===== config.mk =====
export PLATFORM = sky130hd
export DESIGN_NAME = lsu_request
export DESIGN_NICKNAME = d
export VERILOG_FILES = /design/src/common/bus_pkg.sv /design/src/common/lsu_pkg.sv /design/src/lsu/lsu_request.sv
export SDC_FILE = /design/constraint.sdc
export NUM_CORES = 1
export LEC_CHECK = 0
export BUFFER_PORTS_ARGS = -buffer_cell sky130_fd_sc_hd__buf_2
export CELL_PAD_IN_SITES_DETAIL_PLACEMENT = 2
export CELL_PAD_IN_SITES_GLOBAL_PLACEMENT = 2
export CORE_ASPECT_RATIO = 1.25
export CORE_MARGIN = 2
export CORE_UTILIZATION = 11
export DETAILED_ROUTE_END_ITERATION = 10
export MAX_ROUTING_LAYER = met4
export PLACE_DENSITY_LB_ADDON = 0.08
export RECOVER_POWER = 25
export SKIP_LAST_GASP = 1
export SYNTH_ARGS = -nofsm -noshare
export SYNTH_HDL_FRONTEND = slang
export SYNTH_SLANG_ARGS = --single-unit

===== constraint.sdc =====
create_clock -name vclk -period 1.9
set_clock_uncertainty 0.2 [all_clocks]
set_input_delay 0.285 -clock vclk [all_inputs]
set_output_delay 0.285 -clock vclk [all_outputs]
set_load 0.01 [all_outputs]

===== src/common/bus_pkg.sv =====
// Bus-side types for the LSU data port
// Word, address and byte-enable vectors plus the RAM request and response
`default_nettype none

package bus_pkg;

    // --------------------
    // Widths
    // --------------------

    // RV32 data path
    localparam int DATA_W = 32;
    localparam int ADDR_W = 32;
    // One enable per byte lane
    localparam int LANES = DATA_W / 8;

    // --------------------
    // Vector types
    // --------------------

    typedef logic [DATA_W-1:0] word_t;
    typedef logic [ADDR_W-1:0] addr_t;
    typedef logic [LANES-1:0]  byte_en_t;

    // --------------------
    // Bus structs
    // --------------------

    // Request from LSU to RAM, no waitrequest
    typedef struct packed {
        logic     read;
        logic     write;
        addr_t    address;
        byte_en_t byte_enable;
        // Already steered onto the enabled lanes
        word_t    writedata;
    } bus_req_t;

    // Raw read word, one cycle after the read
    typedef struct packed {
        word_t readdata;
        logic  readdatavalid;
    } bus_rsp_t;

endpackage

`default_nettype wire


===== src/common/lsu_pkg.sv =====
// Core-side types for the load/store unit
// Opcode and exception encodings, core request and response structs
`default_nettype none

package lsu_pkg;

    import bus_pkg::*;

    // --------------------
    // Opcode
    // --------------------

    // Bit 2 set selects zero extension
    // Bits 1:0 hold the access size
    // Stores reuse the load codes, bit 2 ignored
    typedef enum logic [2:0] {
        LB  = 3'b000,
        LH  = 3'b001,
        LW  = 3'b010,
        LBU = 3'b100,
        LHU = 3'b101
    } mem_op_t;

    // Size field values, op[1:0]
    localparam logic [1:0] SIZE_BYTE = 2'b00;
    localparam logic [1:0] SIZE_HALF = 2'b01;
    localparam logic [1:0] SIZE_WORD = 2'b10;

    // --------------------
    // Exceptions
    // --------------------

    typedef enum logic [1:0] {
        NONE             = 2'd0,
        LOAD_MISALIGNED  = 2'd1,
        STORE_MISALIGNED = 2'd2
    } mem_exc_t;

    // --------------------
    // Core structs
    // --------------------

    typedef struct packed {
        logic    is_store;
        mem_op_t op;
        addr_t   address;
        word_t   wdata;
    } lsu_req_t;

    // rdata is only meaningful for loads with no exception
    typedef struct packed {
        word_t    rdata;
        mem_exc_t exc;
    } lsu_rsp_t;

endpackage

`default_nettype wire


===== src/lsu/lsu_request.sv =====
// LSU request side
// Accepts core requests, checks alignment and drives the RAM bus request
// with byte enables and lane-steered store data
`timescale 1ns/100ps
`default_nettype none

module lsu_request import bus_pkg::*, lsu_pkg::*; (
    input  logic       clk,
    input  logic       rst,
    input  lsu_req_t   req,
    input  logic       req_valid,
    output logic       req_ready,
    input  logic       rsp_busy,
    input  logic       rsp_ready,
    output bus_req_t   bus_req,
    output logic       issue_valid,
    output mem_op_t    issue_op,
    output logic [1:0] issue_byte_addr,
    output mem_exc_t   issue_exc
);

    logic [1:0] size;
    logic [1:0] byte_addr;
    logic       misaligned;
    logic       accept;

    assign size      = req.op[1:0];
    assign byte_addr = req.address[1:0];

    // --------------------
    // Acceptance
    // --------------------

    // Stall only while a response sits unclaimed
    assign req_ready = ~(rsp_busy & ~rsp_ready);
    assign accept    = req_valid & req_ready;

    // --------------------
    // Alignment
    // --------------------

    always_comb begin
        case (size)
            SIZE_BYTE: misaligned = 1'b0;
            SIZE_HALF: misaligned = byte_addr[0];
            default:   misaligned = (byte_addr != 2'b00);
        endcase
    end

    // --------------------
    // Bus request
    // --------------------

    // Misaligned accesses never reach the RAM
    assign bus_req.read    = accept & ~req.is_store & ~misaligned;
    assign bus_req.write   = accept & req.is_store & ~misaligned;
    assign bus_req.address = req.address;

    always_comb begin
        case (size)
            SIZE_BYTE: begin
                bus_req.byte_enable = byte_en_t'(4'b0001 << byte_addr);
                // Same byte on every lane, enable picks one
                bus_req.writedata   = {4{req.wdata[7:0]}};
            end
            SIZE_HALF: begin
                bus_req.byte_enable = byte_addr[1] ? 4'b1100 : 4'b0011;
                bus_req.writedata   = {2{req.wdata[15:0]}};
            end
            default: begin
                bus_req.byte_enable = 4'b1111;
                bus_req.writedata   = req.wdata;
            end
        endcase
    end

    // --------------------
    // Issue to load align
    // --------------------

    assign issue_valid     = accept;
    assign issue_op        = req.op;
    assign issue_byte_addr = byte_addr;
    assign issue_exc       = !misaligned  ? NONE :
                             req.is_store ? STORE_MISALIGNED : LOAD_MISALIGNED;

    // Waiting core request keeps valid and payload
    a_req_stable: assert property (
        @(posedge clk) disable iff (rst)
        req_valid && !req_ready |=> req_valid && $stable(req)
    );

endmodule

`default_nettype wire


==> flow_summary.ini <==
[synthesis]
yosysUniqueCellTypes = 17
synth.cells.most_frequent = buf_4, mux2_2, nand2_1
syn-num-nets = 183
synthAdderAreaFrac_pct = 0
synthCells = 110
yosysMostFrequentCell = buf_4
synth_top_family_by_area = buffers and inverters
synth_xor_area_share_pct = 0
ys_warn_count = 0
synth_top_area_cell = buf_4
muxShareOfSynthArea_pct = 31.09
synth_compound_area_share_pct = 14.65
ys_seq_area_share_pct = 0
postSynthAreaPerCell_um2 = 7.610
netlist_area_um2 = 837.1
synth_top_area_share_pct = 42.15
synthTopCellsByArea = buf_4, mux2_2, mux2i_1
synth-simple-area-share_pct = 8.520

[sta]
final.setup.tns_ns = 0
drv_slew = 0
max_freq_mhz = 572.9
hold_viol_final = 0
period_minus_slack_ns = 1.746
tightest_slew_ns = 0.3382
finalCritPeriodShare_pct = 91.87
rsz0062_at_grt = false
finalSetupViolCount = 0
slew_headroom_pct = 77.40

[power_and_ir_drop]
ir_worst_vdd_mv = 0.04980
p_int_w = 0.0001271
leakage_nw = 0.5650
combPwrFrac_pct = 100.0
p_switching_w = 0.0001367
p_per_area_nw_per_um2 = 250.1
power.sequential.fraction_pct = 0
clkPwrFrac_pct = 0
switching_share_pct = 51.82

[finish]
design_area_um2 = 1055
diodes = 0
clock_buffers = 0
nets = 228
multi_input_area_um2 = 454.2
ff_latch_area_um2 = 0
fill_cells = 896
instances_no_fill = 245
drive_above_1_share_pct = 72.55
area_growth_pct = 26.01
utilization_pct = 14.34
design.seq.count = 0

[global_route]
grt.total_usage_pct = 7.261
grt_max_degree = 19
busiest_layer = met2
grt-ovfl-total = 0
grt_pass1_vias = 973
grt_pass1_wl_um = 4692
met3_usage_pct = 0.7130
grtUsageMet1_pct = 6.524
gr-usage-met2_pct = 15.95
antenna_found_initial = 0

[place]
hpwlAfterDp_um = 2824
dpl_cell_area_um2 = 1055
port_buffers = 88
dp_cells = 245
place_congestion = 0.6421

[routing]
wl_um = 3224
drc = 0
drt_iter0_markers = 11
first_pass_iters = 2
final_antenna_net_count = 0
num_vias = 901
avgViaCountPerCell = 3.678
wl_per_cell_um = 13.16

[clock_network]
cts_setup_buffers = 0
cts_hold_buf = 0
post_cts_resized = 0

[worst_setup_path]
critical_path_class = in -> out
path_cells = buf_2 -> nor2_4 -> mux2_2 -> buf_2
crit_family = multiplexers
path_common_cell = buf_2
cp.arrival_ns = 1.26
critPathLaunchType = primary input
crit_path_max_incr_delay_ns = 0.38
endpoint_kind = output port
cp_slowest_cell = mux2_2
cp_max_fo = 8
worstPathRequired_ns = 1.41
crit_buf_inv = 2

[job]
cap_violations = 0

[floorplan]
ioPinCount = 152
start_util_pct = 11.38
die_x_um = 82.03
die_area_um2 = 8328
die_h_um = 101.5
row_count = 35
core-area_um2 = 7357

[outcome]
status = complete, no violations

[hold_path]
hold_class = in -> out
power groups by stage:
| stage | combinational (W) | sequential, W | clock [W] |
|---|---|---|---|
| 5_1_grt | 0.000293 | 0 | 0 |
| 2_1_floorplan | 0.000217 | 0 | 0 |
| 3_3_place_gp | 0.000269 | 0 | 0 |
| 4_1_cts | 0.000274 | 0 | 0 |
| 6_report | 0.000264 | 0 | 0 |
| 3_5_place_dp | 0.000273 | 0 | 0 |
final timing paths:
path | from | to | slack [ns] | cells past startpoint
setup / recovery | req[64] | bus_req[10] | 0.15 | 4
hold / removal | req[35] | bus_req[39] | 0.37 | 0
stage by stage:
stage | total power (W) | worst slack, ns | hold slack [ns]
after detailed placement | 0.0002730 | 0.09550 | 0.3701
after floorplan | 0.0002171 | 0.4685 | 0.3995
after global routing | 0.0002927 | 0.09034 | 0.3700
final | 0.0002638 | 0.1545 | 0.3700
after CTS | 0.0002741 | 0.09407 | 0.3701
after global placement | 0.0002689 | 0.1349 | 0.3701
cell type report:
class	instances	area share, %
inverters	4	1.423
multi-input cells	57	43.06
well taps	92	10.91
repair buffers	92	44.60
metal layers:
layer  share of wire [%]  vias to the layer above
li1                    -                      410
met5                   0                        -
met4                0.40                        0
met2                  59                       58
met1                  32                      427
met3                 8.4                        6
cell usage in the layout (no fill, tap or decap), types with 2 or more instances in the layout:
| master | count |
|---|---|
| mux2i_1 | 8 |
| buf_2 | 88 |
| nor2b_1 | 2 |
| inv_1 | 4 |
| o21bai_1 | 4 |
| nand2_1 | 9 |
| a21oi_1 | 2 |
| mux2_2 | 16 |
| a2111oi_2 | 2 |
| o21ai_0 | 5 |
| nor2_1 | 2 |
| o21ai_1 | 4 |
| buf_4 | 4 |
cells by family (layout without fill, tap and decap cells):
group | count (synthesis) | count (layout)
AO/OA/AOI/OAI | 18 | 18
AND/OR/NAND/NOR | 15 | 15
multiplexers | 24 | 24
buffers and inverters | 53 | 96
(Power assumes the default switching activity.)
