<file path="src/common/bus_pkg.sv">
// Bus-side types for the LSU data port
// Word, address and byte-enable vectors plus the RAM request and response
`default_nettype none

package bus_pkg;

    // --------------------
    // Widths
    // --------------------

    // RV32 data path
    localparam int DATA_W = 32;
    localparam int ADDR_W = 32;
    // One enable per byte lane
    localparam int LANES = DATA_W / 8;

    // --------------------
    // Vector types
    // --------------------

    typedef logic [DATA_W-1:0] word_t;
    typedef logic [ADDR_W-1:0] addr_t;
    typedef logic [LANES-1:0]  byte_en_t;

    // --------------------
    // Bus structs
    // --------------------

    // Request from LSU to RAM, no waitrequest
    typedef struct packed {
        logic     read;
        logic     write;
        addr_t    address;
        byte_en_t byte_enable;
        // Already steered onto the enabled lanes
        word_t    writedata;
    } bus_req_t;

    // Raw read word, one cycle after the read
    typedef struct packed {
        word_t readdata;
        logic  readdatavalid;
    } bus_rsp_t;

endpackage

`default_nettype wire

</file>
<file path="src/common/lsu_pkg.sv">
// Core-side types for the load/store unit
// Opcode and exception encodings, core request and response structs
`default_nettype none

package lsu_pkg;

    import bus_pkg::*;

    // --------------------
    // Opcode
    // --------------------

    // Bit 2 set selects zero extension
    // Bits 1:0 hold the access size
    // Stores reuse the load codes, bit 2 ignored
    typedef enum logic [2:0] {
        LB  = 3'b000,
        LH  = 3'b001,
        LW  = 3'b010,
        LBU = 3'b100,
        LHU = 3'b101
    } mem_op_t;

    // Size field values, op[1:0]
    localparam logic [1:0] SIZE_BYTE = 2'b00;
    localparam logic [1:0] SIZE_HALF = 2'b01;
    localparam logic [1:0] SIZE_WORD = 2'b10;

    // --------------------
    // Exceptions
    // --------------------

    typedef enum logic [1:0] {
        NONE             = 2'd0,
        LOAD_MISALIGNED  = 2'd1,
        STORE_MISALIGNED = 2'd2
    } mem_exc_t;

    // --------------------
    // Core structs
    // --------------------

    typedef struct packed {
        logic    is_store;
        mem_op_t op;
        addr_t   address;
        word_t   wdata;
    } lsu_req_t;

    // rdata is only meaningful for loads with no exception
    typedef struct packed {
        word_t    rdata;
        mem_exc_t exc;
    } lsu_rsp_t;

endpackage

`default_nettype wire

</file>
<file path="src/lsu/lsu_load_align.sv">
// LSU response side
// Realigns and extends the raw RAM word into the core response
// Holds the response under back-pressure
`timescale 1ns/100ps
`default_nettype none

module lsu_load_align import bus_pkg::*, lsu_pkg::*; (
    input  logic       clk,
    input  logic       rst,
    input  bus_rsp_t   bus_rsp,
    input  logic       issue_valid,
    input  mem_op_t    issue_op,
    input  logic [1:0] issue_byte_addr,
    input  mem_exc_t   issue_exc,
    input  logic       rsp_ready,
    output lsu_rsp_t   rsp,
    output logic       rsp_valid,
    output logic       rsp_busy
);

    // First response cycle
    logic       pend_q;
    // Response parked under back-pressure
    logic       hold_q;
    mem_op_t    op_q;
    logic [1:0] byte_q;
    mem_exc_t   exc_q;
    lsu_rsp_t   hold_rsp_q;
    lsu_rsp_t   rsp_now;
    word_t      raw;
    logic       sign_ext;
    logic [15:0] half_sel;
    logic [7:0] byte_sel;

    // --------------------
    // Capture
    // --------------------

    always_ff @(posedge clk) begin
        if (issue_valid) begin
            op_q   <= issue_op;
            byte_q <= issue_byte_addr;
            exc_q  <= issue_exc;
        end
        if (pend_q && !rsp_ready) begin
            hold_rsp_q <= rsp_now;
        end
    end

    always_ff @(posedge clk) begin
        if (rst) begin
            pend_q <= 1'b0;
            hold_q <= 1'b0;
        end else begin
            pend_q <= issue_valid;
            if (pend_q && !rsp_ready) begin
                hold_q <= 1'b1;
            end else if (rsp_ready) begin
                hold_q <= 1'b0;
            end
        end
    end

    // --------------------
    // Realign and extend
    // --------------------

    always_comb begin
        // Stores and exceptions read nothing, return zero
        raw      = bus_rsp.readdatavalid ? bus_rsp.readdata : '0;
        sign_ext = ~op_q[2];
        half_sel = byte_q[1] ? raw[31:16] : raw[15:0];
        byte_sel = raw[8*byte_q +: 8];
        case (op_q[1:0])
            SIZE_WORD: rsp_now.rdata = raw;
            SIZE_HALF: rsp_now.rdata = {{16{sign_ext & half_sel[15]}}, half_sel};
            default:   rsp_now.rdata = {{24{sign_ext & byte_sel[7]}}, byte_sel};
        endcase
        rsp_now.exc = exc_q;
    end

    assign rsp       = hold_q ? hold_rsp_q : rsp_now;
    assign rsp_valid = pend_q | hold_q;
    // Output occupied, blocks new requests unless taken this edge
    assign rsp_busy  = pend_q | hold_q;

    // Stalled response keeps its payload
    a_rsp_stable: assert property (
        @(posedge clk) disable iff (rst)
        rsp_valid && !rsp_ready |=> rsp_valid && $stable(rsp)
    );

endmodule

`default_nettype wire

</file>
<file path="config.mk">
export PLATFORM = sky130hd
export DESIGN_NAME = lsu_load_align
export DESIGN_NICKNAME = d
export VERILOG_FILES = /design/src/common/bus_pkg.sv /design/src/common/lsu_pkg.sv /design/src/lsu/lsu_load_align.sv
export SDC_FILE = /design/constraint.sdc
export NUM_CORES = 1
export LEC_CHECK = 0
export ABC_AREA = 1
export BUFFER_PORTS_ARGS = -buffer_cell sky130_fd_sc_hd__buf_4
export CAP_MARGIN = 40
export CORE_MARGIN = 5
export CORE_UTILIZATION = 53
export DETAILED_ROUTE_END_ITERATION = 8
export GPL_TIMING_DRIVEN = 0
export PLACE_DENSITY = 0.81
export SLEW_MARGIN = 20
export SYNTH_ARGS = -nofsm -noshare
export SYNTH_HDL_FRONTEND = slang
export SYNTH_SLANG_ARGS = --single-unit
</file>
<file path="constraint.sdc">
create_clock -name clk -period 2.8 [get_ports clk]
set_clock_uncertainty 0.05 [all_clocks]
set_input_delay 0.56 -clock clk [delete_from_list [all_inputs] [get_ports clk]]
set_output_delay 0.56 -clock clk [all_outputs]
set_load 0.01 [all_outputs]
</file>
==> summary.md <==
| Metric | Value |
|---|---|
| Status | completed |
| Clock sinks | 43 |
| Relative slew margins | about three fifths |
| Placer Congestion | 0.9683 |
| Drt first-iter violations | 264 |
| Post-synth EDFFs | 41 |
| Max VDD drop | 0.3696 mV |
| Final global-route overflow total | 0 |
| Vias in the first global route | between 2,000 and 3,000 |
| Layout cells sized above 1 | 30.21% |
| Post-synth top flop | edfxtp_1 |
| # diodes | 0 |
| Synthesized area | roughly 2900 um2 |
| Min-Delay Startpoint | rst |
| CP arrival | approximately 2100 ps |
| Distinct cell type count after synthesis | 24 |
| Fillers | 412 |
| FMAX | 0.3760 GHz |
| Fin crit share | 94.98% |
| Height of the die | 83.38 um |
| Post-synth top cells | 172 x nand2_1, 63 x nand3_1, 41 x edfxtp_1 |
| TritonCTS Buffers | 5 |
| H-tree levels | 2 |
| Yosys synthesis warning count | 0 |
| RSZ-0062 raised after global routing | no |
| CTS tree | done |
| Final Setup Violations | 0 |
| Sequential cell area | 1271 um2 |
| Later-pin clock latency in the skew report | roughly 300 ps |
| # port buffers | 79 |
| CP startpoint kind | flip-flop |
| Bufs on Longest Clock Path | 2 |
| Syn nets | 424 |
| Post-route ant nets | 0 |
| Root Driver | clkbuf_8 |
| DR WL/cell | 13.68 um |
| Seq pwr share | 41.5% |
| Clk pwr share | 31.2% |
| Die area | 6952 um2 |
| Post-layout total power | 1812 uW |
| Row count | 26 |
| Max Cap Viol | 0 |
| Routed via count | ~2,800 |
| Sequential-to-total area share from yosys stat | 44.54% |
| FFs w/ async S/R, synth | 0% |
| Residual DRC | 0 |
| Static leakage | between 0.0015 and 0.002 uW |
| Reg-to-reg startpoint | op_q[0] |
| CORE AREA | 5172 um2 |
| I/O pin cnt | 80 |
| Final #Nets | 515 |
| Sw Share | 27.30% |
| Pwr dens | ~480 nW/um2 |
| Yosys top cell area share | 43.14% |
| Area contributors post-synth | edfxtp_1 43%, nand2_1 23%, nand3_1 11%, inv_1 4.3%, nand2_4 4.3% |
| Worst setup path startpoint | op_q[1] |
| Worst Hold Class | in -> reg |
| Avg Inst Size Synth | 7.550 um2 |
| Setup Crit Path Kind | reg -> out |
| Combinational Power Share | 27.3% |
| Total track usage | about 22% |
| WHS | 359.8 ps |
| Die X | 83.38 um |
| Syn Inst Count | 378 |
| Detailed Place HPWL | 5687 um |
| Initial antenna violation count | 0 |
| Vias/cell | just over 5 |
| Drt first pass iters | 5 |
| Cell taking the most area after synthesis | edfxtp_1 |
| Hold Fails Final Rpt | 0 |
| WP data required | 2190 ps |
| Multi-input gate area | 1321 um2 |
| Drt total wl | roughly 7400 um |
| First-pass GRT wire length | 12,370 um |
| #FFs+latches synth | between 40 and 50 |
| P_sw | 494.7 uW |
| Largest net degree at the start of global routing | 22 |
| Critical Path End Type | output port |
| Worst-Margin Slew | 585.7 ps |
| Internal | 1318 uW |
| Pins Over Slew Limit | 0 |
| Worst-path clk slew | 80 ps |
| Area Growth Syn to Fin | 31.87% |
| Minimum clock period | around 2700 ps |
| Most common cell in the netlist | nand2_1 |
| Starting Density | 55.18% |
| Crit path max fanout | 10 |
==> per-stage QoR <==
stage	cells	TNS (ps)	util (%)	worst slack [ps]	area, um2
floorplan	378	0	-	320.7	2854
global placement	527	-13070	68.34	-386.0	3535
detailed placement	528	0	69.01	307.7	3570
CTS	536	0	71.58	3.909	3702
global route	540	0	72.76	9.628	3764
finish	540	0	72.76	140.5	3764
==> cell families (layout without fill, tap and decap cells) <==
| family | after synthesis | after routing | synth area share, % |
|---|---|---|---|
| AND/OR/NAND/NOR | 267 | 267 | 42.74 |
| buffers and inverters | 58 | 150 | 10.43 |
| adder cells (fa/ha/maj) | 2 | 2 | 0.8767 |
| AO/OA/AOI/OAI | 8 | 8 | 1.403 |
| flip-flops | 43 | 43 | 44.54 |
==> per-layer routing <==
metal	vias to the layer above	global-route usage [%]	part of all wire, %
met4	0	6.835	1.9
met5	-	0	0
met3	15	4.653	8.0
li1	1383	-	-
met1	1256	28.13	42
met2	123	36.22	48
==> sequential cells by signal (all words and copies together) (netlist names) <==
register	flops
byte_q	2
exc_q	2
hold_q	1
hold_rsp_q	34
op_q	3
pend_q	1
==> cell usage in the layout, fill, tap and decap left out <==
master	instances
nand4_1	1
clkbuf_1	6
inv_1	31
inv_4	2
nand3_4	1
nor2_4	2
nor2_1	3
clkinv_1	1
nand2_1	171
buf_16	1
o21ai_0	7
ha_1	1
buf_12	1
nand3_2	1
nand3_1	63
nand2_4	12
a21oi_2	1
bufinv_16	2
buf_4	87
nand2_2	12
buf_2	7
dfxtp_1	2
inv_2	2
buf_6	5
edfxtp_1	41
ha_4	1
clkbuf_8	5
nor3_1	1
==> final timing paths <==
kind,end,slack [ps],cells past startpoint
max,rsp[27],140,11
min,pend_q,360,2
max reg2reg,hold_rsp_q[18],1060,9
min reg2reg,hold_rsp_q[0],410,0
==> critical path, stage by stage, from the launching register on <==
cell and delay, ps:
edfxtp_1 430, ha_4 320, nand2_1 60, inv_2 150, nand2_1 120, nand2_2 100, nand2_4 80, buf_12 170
nand2_4 70, nand2_1 50, nand2_1 70, buf_4 120
==> timing repair <==
item,4_1_cts,5_1_grt
hold buffers,0,0
setup endpoints to repair,10,30
buffers inserted,0,4
pin swaps,0,1
gates resized for setup,1,7
==> layout make-up <==
class                   instances  area share [%]
plain buffers                  22           4.255
multi-input cells             277           35.11
clock buffers                   6           1.928
well taps                      70           2.327
clock inverters                 2           1.596
flip-flops and latches         43           33.78
repair buffers                 84           17.29
inverters                      36           3.723
==> power groups by stage <==
stage | clock, uW | combinational [uW] | sequential [uW]
6_report | 566 | 494 | 752
5_1_grt | 606 | 543 | 755
4_1_cts | 571 | 474 | 752
3_5_place_dp | 0 | 472 | 767
3_3_place_gp | 0 | 459 | 766
2_1_floorplan | 0 | 266 | 765
Power figures use the tool's default switching activity.
